[src/verilog/platform_pkg.sv]
package platform_pkg;

    ////////////////////////////////////////////////////////////
    // Board sizing
    ////////////////////////////////////////////////////////////

    // Peripheral slots on the backplane
    localparam int num_slots = 7;

    // Camera trigger outputs
    localparam int num_cams = 4;

    // Alarm inputs, bit 0 voltage alert, bit 1 power failure
    localparam int num_alarms = 2;

    ////////////////////////////////////////////////////////////
    // Timing constants, all in clk125 cycles
    ////////////////////////////////////////////////////////////

    // Stable samples before a debounced bit flips (200 ns)
    localparam int debounce_len = 25;

    // Settle delay after the reset synchronizer
    localparam int settle_cycles = 25;
    localparam int settle_cnt_w = $clog2(settle_cycles + 1);

    // 125 MHz / (2 * 3906) gives roughly 16 kHz
    localparam int sync_half_period = 3906;
    localparam int sync_cnt_w = $clog2(sync_half_period);

    // Default one-shot length after reset
    localparam logic [15:0] trig_len_rst = 16'd100;

    // LTSSM encodings that count as link up
    localparam logic [4:0] ltssm_l0 = 5'b01111;
    localparam logic [4:0] ltssm_l0s = 5'b10101;

    ////////////////////////////////////////////////////////////
    // Register map
    ////////////////////////////////////////////////////////////

    // Read-only ID word, ASCII "PLC1"
    localparam logic [31:0] platform_id = 32'h504C_4331;

    localparam logic [7:0] reg_id = 8'h00;
    localparam logic [7:0] reg_led = 8'h04;
    localparam logic [7:0] reg_status = 8'h08;
    localparam logic [7:0] reg_presence = 8'h0C;
    localparam logic [7:0] reg_trig_fire = 8'h10;
    localparam logic [7:0] reg_trig_len = 8'h14;

    // APB request from the host
    typedef struct packed {
        logic        psel;
        logic        penable;
        logic        pwrite;
        logic [7:0]  paddr;
        logic [31:0] pwdata;
    } apb_req_t;

    // APB response back to the host
    typedef struct packed {
        logic [31:0] prdata;
        logic        pready;
        logic        pslverr;
    } apb_rsp_t;

endpackage

[src/verilog/input_debouncer.sv]
module input_debouncer (
    input  logic                             clk125,
    input  logic                             sys_rst_n,
    input  logic [platform_pkg::num_alarms-1:0] raw,
    output logic [platform_pkg::num_alarms-1:0] clean
);

    import platform_pkg::*;

    // Per-bit sample history, newest sample in bit 0
    logic [num_alarms-1:0][debounce_len-1:0] hist;

    always_ff @(posedge clk125 or negedge sys_rst_n) begin
        if (!sys_rst_n) begin
            hist  <= '0;
            clean <= '0;
        end else begin
            for (int i = 0; i < num_alarms; i++) begin
                // Shift in the raw level
                hist[i] <= {hist[i][debounce_len-2:0], raw[i]};

                // Flip only on a full run of one level
                // Anything mixed keeps the last value
                if (hist[i] == {debounce_len{1'b1}}) begin
                    clean[i] <= 1'b1;
                end else if (hist[i] == {debounce_len{1'b0}}) begin
                    clean[i] <= 1'b0;
                end
            end
        end
    end

endmodule

[src/verilog/platform_ctrl_top.sv]
module platform_ctrl_top (
    input  logic                            clk125,
    input  logic                            sys_rst_n,
    input  platform_pkg::apb_req_t          apb_req,
    input  logic                            voltage_alert,
    input  logic                            power_failure_n,
    input  logic [platform_pkg::num_slots-1:0] slot_present_n,
    input  logic [4:0]                      ltssm,
    output platform_pkg::apb_rsp_t          apb_rsp,
    output logic [platform_pkg::num_slots-1:0] slot_clk,
    output logic [platform_pkg::num_slots-1:0] slot_clk_oe,
    output logic [platform_pkg::num_slots-1:0] clk_req_pull,
    output logic [2:0]                      prog_led_n,
    output logic [platform_pkg::num_cams-1:0]  cam_trigger
);

    import platform_pkg::*;

    // Reset sequencing
    logic core_rst_n;
    logic slot_release;

    // Raw and debounced alarms
    logic [num_alarms-1:0] alarm_raw;
    logic [num_alarms-1:0] alarms;

    // Latched board presence
    logic [num_slots-1:0] presence;

    // Power failure pin is active low
    assign alarm_raw = {~power_failure_n, voltage_alert};

    reset_sequencer u_rst_seq (
        .clk125       (clk125),
        .sys_rst_n    (sys_rst_n),
        .core_rst_n   (core_rst_n),
        .slot_release (slot_release)
    );

    input_debouncer u_debounce (
        .clk125    (clk125),
        .sys_rst_n (sys_rst_n),
        .raw       (alarm_raw),
        .clean     (alarms)
    );

    // Slot straps and sync clock share the backplane pins
    slot_clock_manager u_slot_clk (
        .clk125         (clk125),
        .core_rst_n     (core_rst_n),
        .slot_release   (slot_release),
        .slot_present_n (slot_present_n),
        .presence       (presence),
        .slot_clk       (slot_clk),
        .slot_clk_oe    (slot_clk_oe),
        .clk_req_pull   (clk_req_pull)
    );

    platform_regs u_regs (
        .clk125      (clk125),
        .sys_rst_n   (sys_rst_n),
        .apb_req     (apb_req),
        .alarms      (alarms),
        .presence    (presence),
        .ltssm       (ltssm),
        .apb_rsp     (apb_rsp),
        .prog_led_n  (prog_led_n),
        .cam_trigger (cam_trigger)
    );

endmodule

[src/verilog/platform_regs.sv]
module platform_regs (
    input  logic                             clk125,
    input  logic                             sys_rst_n,
    input  platform_pkg::apb_req_t           apb_req,
    input  logic [platform_pkg::num_alarms-1:0] alarms,
    input  logic [platform_pkg::num_slots-1:0]  presence,
    input  logic [4:0]                       ltssm,
    output platform_pkg::apb_rsp_t           apb_rsp,
    output logic [2:0]                       prog_led_n,
    output logic [platform_pkg::num_cams-1:0]   cam_trigger
);

    import platform_pkg::*;

    // Access phase qualifiers
    logic access;
    logic wr_en;

    // Decoded read data and address hit
    logic [31:0] rd_data;
    logic        addr_ok;

    // Software-visible state
    logic [1:0]  led_reg;
    logic [15:0] trig_len;
    logic [num_cams-1:0] trig_mask;

    // Remaining cycles of the current one-shot
    logic [15:0] trig_cnt;

    // Link is up in L0 or L0s
    logic link_up;

    ////////////////////////////////////////////////////////////
    // APB decode
    ////////////////////////////////////////////////////////////

    assign access = apb_req.psel & apb_req.penable;
    assign wr_en  = access & apb_req.pwrite;

    always_comb begin
        rd_data = '0;
        addr_ok = 1'b1;
        case (apb_req.paddr)
            reg_id:        rd_data = platform_id;
            reg_led:       rd_data[1:0] = led_reg;
            // Alarms in 1:0, link up in 2
            reg_status:    rd_data[num_alarms:0] = {link_up, alarms};
            reg_presence:  rd_data[num_slots-1:0] = presence;
            // Last fired mask
            reg_trig_fire: rd_data[num_cams-1:0] = trig_mask;
            reg_trig_len:  rd_data[15:0] = trig_len;
            default:       addr_ok = 1'b0;
        endcase
    end

    // No wait states
    assign apb_rsp.prdata  = rd_data;
    assign apb_rsp.pready  = 1'b1;
    assign apb_rsp.pslverr = access & ~addr_ok;

    ////////////////////////////////////////////////////////////
    // Control registers
    ////////////////////////////////////////////////////////////

    // Writes land on the edge ending the access phase
    // ID, status and presence ignore writes
    always_ff @(posedge clk125 or negedge sys_rst_n) begin
        if (!sys_rst_n) begin
            led_reg  <= '0;
            trig_len <= trig_len_rst;
        end else if (wr_en) begin
            if (apb_req.paddr == reg_led) begin
                led_reg <= apb_req.pwdata[1:0];
            end
            if (apb_req.paddr == reg_trig_len) begin
                trig_len <= apb_req.pwdata[15:0];
            end
        end
    end

    ////////////////////////////////////////////////////////////
    // Camera one-shot
    ////////////////////////////////////////////////////////////

    // Fire loads the mask and the full length
    // A fire mid-pulse restarts with the new mask
    always_ff @(posedge clk125 or negedge sys_rst_n) begin
        if (!sys_rst_n) begin
            trig_mask <= '0;
            trig_cnt  <= '0;
        end else if (wr_en && apb_req.paddr == reg_trig_fire) begin
            trig_mask <= apb_req.pwdata[num_cams-1:0];
            trig_cnt  <= trig_len;
        end else if (trig_cnt != '0) begin
            trig_cnt <= trig_cnt - 16'd1;
        end
    end

    // High for exactly trig_len cycles per fire
    assign cam_trigger = (trig_cnt != '0) ? trig_mask : '0;

    ////////////////////////////////////////////////////////////
    // LEDs
    ////////////////////////////////////////////////////////////

    assign link_up = (ltssm == ltssm_l0) || (ltssm == ltssm_l0s);

    // Active-low LEDs, bit 0 shows the link
    assign prog_led_n[0]   = ~link_up;
    assign prog_led_n[2:1] = ~led_reg;

endmodule

[src/verilog/reset_sequencer.sv]
module reset_sequencer (
    input  logic clk125,
    input  logic sys_rst_n,
    output logic core_rst_n,
    output logic slot_release
);

    import platform_pkg::*;

    // First synchronizer stage
    logic rst_meta;

    // Settle delay counter, saturates at settle_cycles
    logic [settle_cnt_w-1:0] settle_cnt;

    // Two-flop synchronizer
    // Assert async, release on clk125
    always_ff @(posedge clk125 or negedge sys_rst_n) begin
        if (!sys_rst_n) begin
            rst_meta   <= 1'b0;
            core_rst_n <= 1'b0;
        end else begin
            rst_meta   <= 1'b1;
            core_rst_n <= rst_meta;
        end
    end

    // Count only once the core is out of reset
    // Release the slots one edge after the counter saturates
    always_ff @(posedge clk125 or negedge sys_rst_n) begin
        if (!sys_rst_n) begin
            settle_cnt   <= '0;
            slot_release <= 1'b0;
        end else if (core_rst_n) begin
            if (settle_cnt == settle_cnt_w'(settle_cycles)) begin
                slot_release <= 1'b1;
            end else begin
                settle_cnt <= settle_cnt + 1'b1;
            end
        end
    end

endmodule

[src/verilog/slot_clock_manager.sv]
module slot_clock_manager (
    input  logic                            clk125,
    input  logic                            core_rst_n,
    input  logic                            slot_release,
    input  logic [platform_pkg::num_slots-1:0] slot_present_n,
    output logic [platform_pkg::num_slots-1:0] presence,
    output logic [platform_pkg::num_slots-1:0] slot_clk,
    output logic [platform_pkg::num_slots-1:0] slot_clk_oe,
    output logic [platform_pkg::num_slots-1:0] clk_req_pull
);

    import platform_pkg::*;

    // Half-period counter for the sync divider
    logic [sync_cnt_w-1:0] sync_cnt;

    // Free-running 16 kHz sync clock
    logic sync_clk;

    ////////////////////////////////////////////////////////////
    // Board presence
    ////////////////////////////////////////////////////////////

    // Shared pins read as presence straps while in reset
    // Active-low strap, so invert into a present flag
    // Frozen once the core leaves reset
    always_ff @(posedge clk125) begin
        if (!core_rst_n) begin
            presence <= ~slot_present_n;
        end
    end

    ////////////////////////////////////////////////////////////
    // Sync clock divider
    ////////////////////////////////////////////////////////////

    // Toggle every sync_half_period cycles
    // Held at zero while the core is in reset
    always_ff @(posedge clk125 or negedge core_rst_n) begin
        if (!core_rst_n) begin
            sync_cnt <= '0;
            sync_clk <= 1'b0;
        end else if (sync_cnt == sync_cnt_w'(sync_half_period - 1)) begin
            sync_cnt <= '0;
            sync_clk <= ~sync_clk;
        end else begin
            sync_cnt <= sync_cnt + 1'b1;
        end
    end

    ////////////////////////////////////////////////////////////
    // Slot pin drive
    ////////////////////////////////////////////////////////////

    // Same sync phase on every present slot
    assign slot_clk = presence & {num_slots{sync_clk}};

    // Pins stay inputs until the settle delay ends
    assign slot_clk_oe = slot_release ? presence : '0;

    // Open-drain clock request, pull low for each present board
    assign clk_req_pull = presence;

endmodule

[config.mk]
export PLATFORM = sky130hd
export DESIGN_NAME = platform_ctrl_top
export DESIGN_NICKNAME = d
export VERILOG_FILES = /design/src/verilog/platform_pkg.sv /design/src/verilog/input_debouncer.sv /design/src/verilog/platform_ctrl_top.sv /design/src/verilog/platform_regs.sv /design/src/verilog/reset_sequencer.sv /design/src/verilog/slot_clock_manager.sv
export SDC_FILE = /design/constraint.sdc
export NUM_CORES = 1
export LEC_CHECK = 0
export BUFFER_PORTS_ARGS = -buffer_cell sky130_fd_sc_hd__buf_2
export CAP_MARGIN = 25
export CELL_PAD_IN_SITES_DETAIL_PLACEMENT = 1
export CELL_PAD_IN_SITES_GLOBAL_PLACEMENT = 1
export CORE_MARGIN = 3
export CORE_UTILIZATION = 38
export DETAILED_ROUTE_END_ITERATION = 8
export PLACE_DENSITY = 0.76
export SYNTH_ARGS = -nofsm -noshare
export SYNTH_HDL_FRONTEND = slang
export SYNTH_SLANG_ARGS = --single-unit
[constraint.sdc]
create_clock -name clk125 -period 1.84 [get_ports clk125]
set_input_delay 0.368 -clock clk125 [delete_from_list [all_inputs] [get_ports clk125]]
set_output_delay 0.368 -clock clk125 [all_outputs]
set_load 0.1 [all_outputs]
Word-level counts from Yosys, hierarchy flattened
Index checks and enable logic that the tools add are counted.

Register bits after elaboration: 118. Word-level logic and storage cells: 70. Output and inout port bits: 62. Input port bits: 59.

Muxes and demuxes: 16. Reductions and logical operators: 14. Bitwise operators: 11. Add/sub/neg operators: 3. Eq/ne operators: 11.

Operators by type and width (number): $eq A25 B25 Y1 const B (2); $logic_not A25 Y1 (2); $mux W16 (2); $pmux W9 S2 (1); $eq A8 B4 Y1 const B (2); $eq A8 B5 Y1 const B (2); $reduce_bool A16 Y1 (1); $sub A16 B1 Y16 const B (1); $mux W15 (1); $add A12 B1 Y12 const B (1); $eq A12 B12 Y1 const B (1); $mux W12 (1); $pmux W2 S6 (1); $eq A5 B5 Y1 const B (2); $pmux W3 S3 (1); $eq A8 B3 Y1 const B (1); $logic_not A8 Y1 (1); $reduce_and A2 Y1 (4); $and A7 B7 Y7 (1); $mux W7 (1); $not A7 Y7 (1); $reduce_bool A2 Y1 (3); $reduce_or A6 Y1 (1); $add A5 B1 Y5 const B (1); other kinds (10) (20).

Longest topological paths before layout
Gate-level depths: netlist of the first run.

Depth after elaboration: 5. Depth in mapped cells: 7. Depth with buffers taken out: 6.

Hierarchy
A second synthesis of the first run with hierarchy kept.

Cells, all modules: 439. Area, all modules: 5225.0 um^2.

By module, submodules not included: platform_regs (cells each 227, times used 1, sequential area each 954.7 um^2, area each 2338.5 um^2); input_debouncer (cells each 90, times used 1, sequential area each 1301.2 um^2, area each 1549.0 um^2); slot_clock_manager (cells each 95, times used 1, sequential area each 535.5 um^2, area each 1006.0 um^2); reset_sequencer (cells each 26, times used 1, sequential area each 200.2 um^2, area each 327.8 um^2); platform_ctrl_top (cells each 1, times used 1, sequential area each 0.0 um^2, area each 3.8 um^2).

Least setup slack after synthesis of the first run
No wires, ideal clock.

Path kind: input to output. From: in apb_req[35] in the netlist's numbering. To: out apb_rsp[21] in the netlist's numbering. Data arrival time: 3672 ps. Required time: 1472 ps. Path buffers: 1. Path slack: -2200 ps. Stages: 4. Path through: nor4_4 nand2_1 nor3_1 buf_4.

RTL lines: start: declaration (RTL line platform_ctrl_top.sv:4) `input platform_pkg::apb_req_t apb_req,`; end: declaration (RTL line platform_ctrl_top.sv:9) `output platform_pkg::apb_rsp_t apb_rsp,`.

==> flow_summary_export.csv, run 1 <==
group,metric,value,unit
placed_design,place.gp.congestion,0.8009,
detailed_routing,drc,0,
critical_path,cp_max_fo,7,
detailed_routing,first_iter_violations,168,
yosys,yosysSeqAreaShare,0.5679,
finish,syn2layout_area_growth,47.89,%
sta,hold_viol_final,0,
yosys,synth_edf_count,7,
critical_path,rr_endpoint,"u_regs.trig_cnt[14]",
floorplanning,initial_core_util,0.3931,
critical_path,r2r-start,"u_regs.trig_cnt[0]",
floorplanning,io_pins,121,
yosys,syn_inst,459,
sta,fin_skew,0.01191,ns
yosys,yosysWarningCount,0,
floorplanning,die_y,123.7,um
clock_tree,clockBufferDepth,2,
power_and_ir_drop,p_leak,3.489,nW
critical_path,reg2reg_slack,-0.14,ns
detailed_routing,num_vias,4262,
clock_tree,cts_root_buf,"clkbuf_16",
finish,filler_cell_count,1369,
yosys,syn_area,0.005268,mm^2
critical_path,cp-end-kind,"output pin",
critical_path,cp_slowest_cell,"or4_4",
yosys,synth_cell_types,57,
yosys,synthArstFlopShare,0.9407,
floorplanning,die-area,0.01531,mm^2
status,status,"complete, but fails checks",
detailed_routing,firstDrtPassIters,4,
placed_design,port_buffers,92,
sta,rsz0062_at_grt,"yes",
floorplanning,die_w,123.7,um
critical_path,crit_path_end,"apb_rsp[17]",
finish,drive_gt1_frac,0.4523,
power_and_ir_drop,ir_drop,830.3,uV
critical_path,crit_type,"input pin to output pin",
sta,fin_crit,2.310,ns
global_routing,grt_pass1_wl,25770,um
global_routing,grt-ovfl-total,0,
yosys,synth_top_area_share,0.5131,
clock_tree,cts_max_level,4,
global_routing,grt_usage,0.2256,
critical_path,cp-startpoint,"apb_req[33]",
critical_path,cp_common_cell,"buf_6",
yosys,synth_ff_type,"dfrtp_1",
critical_path,critPathTopFamily,"simple AND/OR/NAND/NOR gates",
placed_design,hpwl,11310,um
status,violations,"negative setup slack",
critical_path,critPathBufInv,3,
floorplanning,core_area,0.01340,mm^2
finish,largest_reg_flops,50,
finish,final_core_util,0.5813,
global_routing,grt_max_degree,37,
yosys,yosysTopAreaCell,"dfrtp_1",
flow_run,drv_cap,0,
critical_path,max_stage_delay,0.61,ns
sta,fin_crit_sh,1.255,
sta,fmax,433.0,MHz
min_path,hp-start,"voltage_alert",
sta,timing.hold.ws,0.06400,ns
clock_tree,tritoncts,"built",
critical_path,worstPathRequired,1.47,ns
finish,diodes,0,
power_and_ir_drop,powerDensity,1065,mW/mm^2
finish,nNetsFinal,690,
yosys,synth_seq_cells,118,
critical_path,cp_data_arrival_time,1.94,ns
detailed_routing,drtAntennaViolNets,0,
sta,setup_ws,-0.4695,ns
floorplanning,row_count,42,
critical_path,startpoint_type,"input pin",
finish,largest-register,"u_debounce.hist",
global_routing,grt_antenna_before_repair,0,
critical_path,crit_cells,6,
sta,setup_tns,-8.271,ns
critical_path,r2r_cells,7,
clock_tree,clkTransAtPathRegs,0.06,ns
sta,finalSetupViolations,31,
detailed_routing,wl_per_cell,20.31,um
sta,slew_violations,0,
clock_tree,cts_buffers,17,
yosys,syn_area_per_cell,11.48,um^2
detailed_routing,vias_per_cell,5.229,
critical_path,crit_chain,"buf_6 > or4_4 > nor3_4 > buf_6 > and3_4 > buf_12",
clock_tree,clock-sinks,118,
finish,reg_top3,"u_debounce.hist x50, u_regs.trig_cnt x16, u_regs.trig_len x16",
global_routing,grt_pass1_vias,4783,
clock_tree,clock_latency,0.42,ns
detailed_routing,drt-total-wl,16550,um
yosys,synthTopCellsByArea,"dfrtp_1 (51%), edfxtp_1 (4.0%), mux2_4 (2.9%)",
min_path,hp-class,"input pin to flop",
[power by group]
part / internal, mW / leakage, nW / switching (mW)
combinational: 0.721 / 1.77 / 1.14
sequential: 2.86 / 1.43 / 0.245
clock: 2.02 / 0.286 / 1.31
[worst min path at each step]
stage	to	slack [ns]	depth (start not counted)
detailed placement	u_slot_clk.sync_cnt[2]	0.22	1
global route	u_debounce.hist[0]	0.04	1
finish	u_debounce.hist[0]	0.06	1
global placement	u_slot_clk.sync_cnt[2]	0.21	1
CTS	u_debounce.hist[0]	0.05	1
floorplan	u_debounce.clean[0]	0.07	0
[cell usage in the layout, fill, tap and decap left out, drive strengths merged, types with 3 or more instances in the layout]
master and count:
buf 165, dfrtp 108, nand2 40, and2 23, nor2 23, inv 23, nand4 20, nand3 19
mux2 19, clkbuf 17, nor4 17, o21ai 17, xnor2 16, conb 13, nor3 13, a21oi 12
mux2i 8, and3 8, edfxtp 7, or4 6, nor2b 5, xor2 5, ha 5, clkinv 5
o22ai 4, nand4b 3, o211ai 3, dfstp 3, and4 3
[through the flow]
| step | worst slack, ns | power (mW) | std cells | area [um^2] |
|---|---|---|---|---|
| final | -0.4695 | 8.296 | 815 | 7790 |
| after global routing | -0.5498 | 8.648 | 815 | 7790 |
| after CTS | -0.4561 | 8.272 | 809 | 7656 |
| after detailed placement | -0.4353 | 4.817 | 768 | 6770 |
| after global placement | -0.4069 | 4.728 | 768 | 6770 |
| after floorplan | -0.7268 | 4.221 | 470 | 5495 |
[area by class of cell]
| type | count | area [um^2] | share of cell area |
|---|---|---|---|
| sequential | 118 | 2994 | 0.3844 |
| clock inverter | 15 | 167.7 | 0.02152 |
| tap | 176 | 220.2 | 0.02827 |
| timing repair buffer | 166 | 1555 | 0.1996 |
| inverter | 17 | 63.81 | 0.008191 |
| multi-input combinational | 306 | 2364 | 0.3034 |
| clock buffer | 17 | 425.4 | 0.05461 |
[cell usage after synthesis (6+ instances only)]
| master | number |
|---|---|
| a21oi_1 | 12 |
| and2_1 | 23 |
| and3_2 | 6 |
| buf_4 | 16 |
| dfrtp_1 | 108 |
| edfxtp_1 | 7 |
| inv_1 | 17 |
| mux2_2 | 9 |
| mux2_4 | 10 |
| mux2i_1 | 8 |
| nand2_1 | 40 |
| nand3_1 | 19 |
| nand4_1 | 19 |
| nor2_1 | 23 |
| nor3_1 | 12 |
| nor4_1 | 14 |
| o21ai_0 | 17 |
| xnor2_1 | 16 |
[timing repair]
item | CTS | global route
gates resized for setup | 59 | 29
endpoints found under the setup margin | 51 | 50
hold endpoints to repair | 34 | 0
pin swaps | 14 | 18
hold buffers | 1 | 0
buffers inserted | 10 | 9
[kinds of logic (layout without fill, tap and decap cells)]
kind of cell    after synthesis  in the layout  synth area share
fa+ha+maj                     5              5           0.01188
xor+xnor                     21             21           0.03492
buf+inv                      46            215           0.05083
simple gates                193            193            0.2169
mux                          27             27           0.06295
other cells                   2             13          0.001426
compound gates               47             47           0.05321
flops                       118            118            0.5679
[worst reg2reg max path, stage by stage (launching register included)]
cell     delay (ns)
dfrtp_1        0.38
inv_2          0.09
ha_4           0.15
nor4b_4        0.23
buf_4          0.17
nand4_1        0.14
or4b_4         0.54
a31oi_4        0.18
[metal layers]
layer	vias up	share of wire	track usage
li1	1943	-	-
met1	2193	0.40	0.2618
met2	107	0.55	0.4072
met3	19	0.036	0.05586
met4	0	0.015	0.07266
met5	-	0	0
Power figures use the tool's default switching activity.
==> inputs of run 2 (changes only) <==
--- a/config.mk
+++ b/config.mk
@@ -7,2 +7,3 @@
 export LEC_CHECK = 0
+export ABC_AREA = 1
 export BUFFER_PORTS_ARGS = -buffer_cell sky130_fd_sc_hd__buf_2
@@ -12,3 +13,3 @@
 export CORE_MARGIN = 3
-export CORE_UTILIZATION = 38
+export CORE_UTILIZATION = 36
 export DETAILED_ROUTE_END_ITERATION = 8
==> constraint.sdc (replaced) <==
create_clock -name clk125 -period 1.84 [get_ports clk125]
set_input_delay 0.092 -clock clk125 [delete_from_list [all_inputs] [get_ports clk125]]
set_output_delay 0.092 -clock clk125 [all_outputs]
set_load 0.1 [all_outputs]
==> flow_summary_export.csv, run 2 <==
group,metric,value,unit
status,status,"completed",
clock_tree,cts_root_buf,"clkbuf_16",
finish,largest_reg_flops,50,
yosys,synth-xor-area-share,0.02077,
placed_design,placed_area,0.006555,mm^2
clock_tree,tritoncts,"built",
sta,maxSlewHeadroom,0.6332,
finish,final_core_util,0.5110,
finish,multi_input_area,0.002120,mm^2
detailed_routing,drt-total-wl,16360,um
placed_design,place.gp.congestion,0.8592,
critical_path,startpoint_type,"flop",
sta,slew_violations,0,
power_and_ir_drop,power,8.665,mW
power_and_ir_drop,p_leak,3.768,nW
yosys,synth_seq_cells,118,
yosys,synth_top_area_share,0.4929,
global_routing,grt_antenna_before_repair,0,
yosys,yosysSeqAreaShare,0.5456,
placed_design,place_inst,930,
floorplanning,die-area,0.01675,mm^2
min_path,hp-class,"flop to asynchronous set/reset pin",
floorplanning,initial_core_util,0.3730,
yosys,yosys.area_share.simple,0.2896,
flow_run,drv_cap,0,
yosys,syn_area_per_cell,8.345,um^2
clock_tree,cts_max_level,4,
floorplanning,io_pins,121,
sta,finalSetupViolations,0,
yosys,synthMuxAreaShare,0,
yosys,synth-compound-area-share,0.03492,
finish,drive_gt1_frac,0.2215,
sta,setup_tns,0,ns
sta,fin_crit,1.782,ns
detailed_routing,drtAntennaViolNets,0,
floorplanning,row_count,44,
clock_tree,cts_buffers,17,
finish,final_cell_mix,"nand2_1 (169), dfrtp_1 (106), inv_1 (87)",
sta,fin_skew,0.008920,ns
yosys,synthArstFlopShare,0.9407,
finish,reg_top3,"u_debounce.hist x50, u_regs.trig_cnt x16, u_regs.trig_len x16",
sta,fin_crit_sh,0.9685,
clock_tree,clockBufferDepth,2,
finish,final_cells,993,
yosys,synth_cell_types,34,
finish,postLayoutCellArea,0.007511,mm^2
finish,largest-register,"u_debounce.hist",
finish,nNetsFinal,859,
sta,tightestPinTransition,0.5452,ns
sta,timing.hold.ws,0.1255,ns
sta,rsz0062_at_grt,"yes",
floorplanning,die_y,129.4,um
global_routing,grt_usage,0.2086,
critical_path,cp_max_fo,5,
yosys,synth_edf_count,7,
placed_design,dpl_worst_slack,0.1766,ns
power_and_ir_drop,ir_drop,685.6,uV
critical_path,cp_data_arrival_time,1.69,ns
detailed_routing,firstDrtPassIters,4,
yosys,yosysMostFrequentCell,"nand2_1",
critical_path,cp-end-kind,"output pin",
detailed_routing,vias_per_cell,4.903,
sta,hold_viol_final,0,
detailed_routing,drc,0,
sta,setup_ws,0.05796,ns
placed_design,port_buffers,92,
critical_path,crit_type,"flop to output pin",
detailed_routing,first_iter_violations,215,
yosys,synth_top_family_by_area,"simple AND/OR/NAND/NOR gates",
yosys,syn_inst,657,
clock_tree,clock_latency,0.41,ns
yosys,synthAdderAreaFrac,0.01141,
finish,syn2layout_area_growth,36.99,%
detailed_routing,wl_per_cell,16.47,um
yosys,synth_ff_type,"dfrtp_1",
critical_path,worstPathRequired,1.75,ns
clock_tree,clkTransAtPathRegs,0.06,ns
global_routing,grt_max_degree,41,
clock_tree,clock-sinks,118,
floorplanning,core_area,0.01470,mm^2
yosys,yosysTopAreaCell,"dfrtp_1",
finish,final_common_cell,"nand2_1",
placed_design,hpwl,11400,um
sta,fmax,561.2,MHz
global_routing,grt_pass1_vias,5406,
global_routing,grt_pass1_wl,27180,um
yosys,syn_area,0.005483,mm^2
floorplanning,die_w,129.4,um
yosys,synthTopCellsByCount,"nand2_1 (175), dfrtp_1 (108), nor2_1 (93)",
yosys,synthTopCellsByArea,"dfrtp_1 (49%), nand2_1 (12%), nor2_1 (6.4%)",
detailed_routing,num_vias,4869,
finish,filler_cell_count,1705,
power_and_ir_drop,powerDensity,1154,mW/mm^2
finish,ff_latch_area,0.002994,mm^2
global_routing,grt-ovfl-total,0,
yosys,yosysWarningCount,0,
-- run 2: worst paths after layout --
path                                      start                     end  slack [ns]  depth (start not counted)
max in group asynchronous             sys_rst_n      u_regs.trig_len[5]        0.97                          3
max                          u_regs.trig_cnt[1]          cam_trigger[3]        0.06                          8
max reg2reg                 u_regs.trig_cnt[10]      u_regs.trig_cnt[5]        0.20                          5
min reg2reg                u_rst_seq.core_rst_n  u_slot_clk.sync_cnt[8]        0.13                          0
min in group clk125                 apb_req[40]       u_regs.led_reg[0]        0.17                          5
min                        u_rst_seq.core_rst_n  u_slot_clk.sync_cnt[8]        0.13                          0
-- run 2: what timing repair did --
action                                 4_1_cts  5_1_grt
setup buffers                                2        2
pin swaps                                    1        2
endpoints found under the hold margin       64        0
gates cloned                                 0        0
setup endpoints to repair                    4        4
hold buffers                                26        0
gates resized for setup                     12       11
-- run 2: power breakdown --
part	total (mW)	internal (mW)	switching [mW]	leakage (nW)
clock network	3.38	2.21	1.17	0.286
registers	3.31	2.94	0.371	1.41
logic	1.98	0.626	1.35	2.07
total	8.67	5.77	2.89	3.77
-- run 2: routing by layer --
| metal | track usage | routed length [um] | vias to the layer above |
|---|---|---|---|
| met3 | 0.04658 | 497 | 22 |
| met4 | 0.07213 | 297 | 0 |
| met1 | 0.2374 | 6404 | 2444 |
| met2 | 0.3851 | 9158 | 87 |
| li1 | - | - | 2316 |
| met5 | 0 | 0 | - |
-- run 2: cells by family (layout without fill, tap and decap cells) --
family          Yosys count  in the layout
simple gates            367            367
flops                   118            118
buf+inv                 116            256
compound gates           36             36
xor+xnor                 13             13
fa+ha+maj                 5              5
other cells               2             14
-- run 2: critical path: stages (launching register included) --
cell     delay [ns]
dfrtp_1        0.36
inv_1          0.08
ha_4           0.17
nand2_4        0.10
nor2_4         0.04
nand2_1        0.10
inv_2          0.09
nor2_2         0.15
buf_12         0.19
-- run 2: area by class of cell --
cell class	instances	share of cell area
multi-input cells	434	0.2822
diodes	1	0.0003332
clock inverters	7	0.01599
inverters	91	0.04598
repair buffers	133	0.1629
well taps	184	0.03065
flip-flops and latches	118	0.3986
clock buffers	25	0.06330
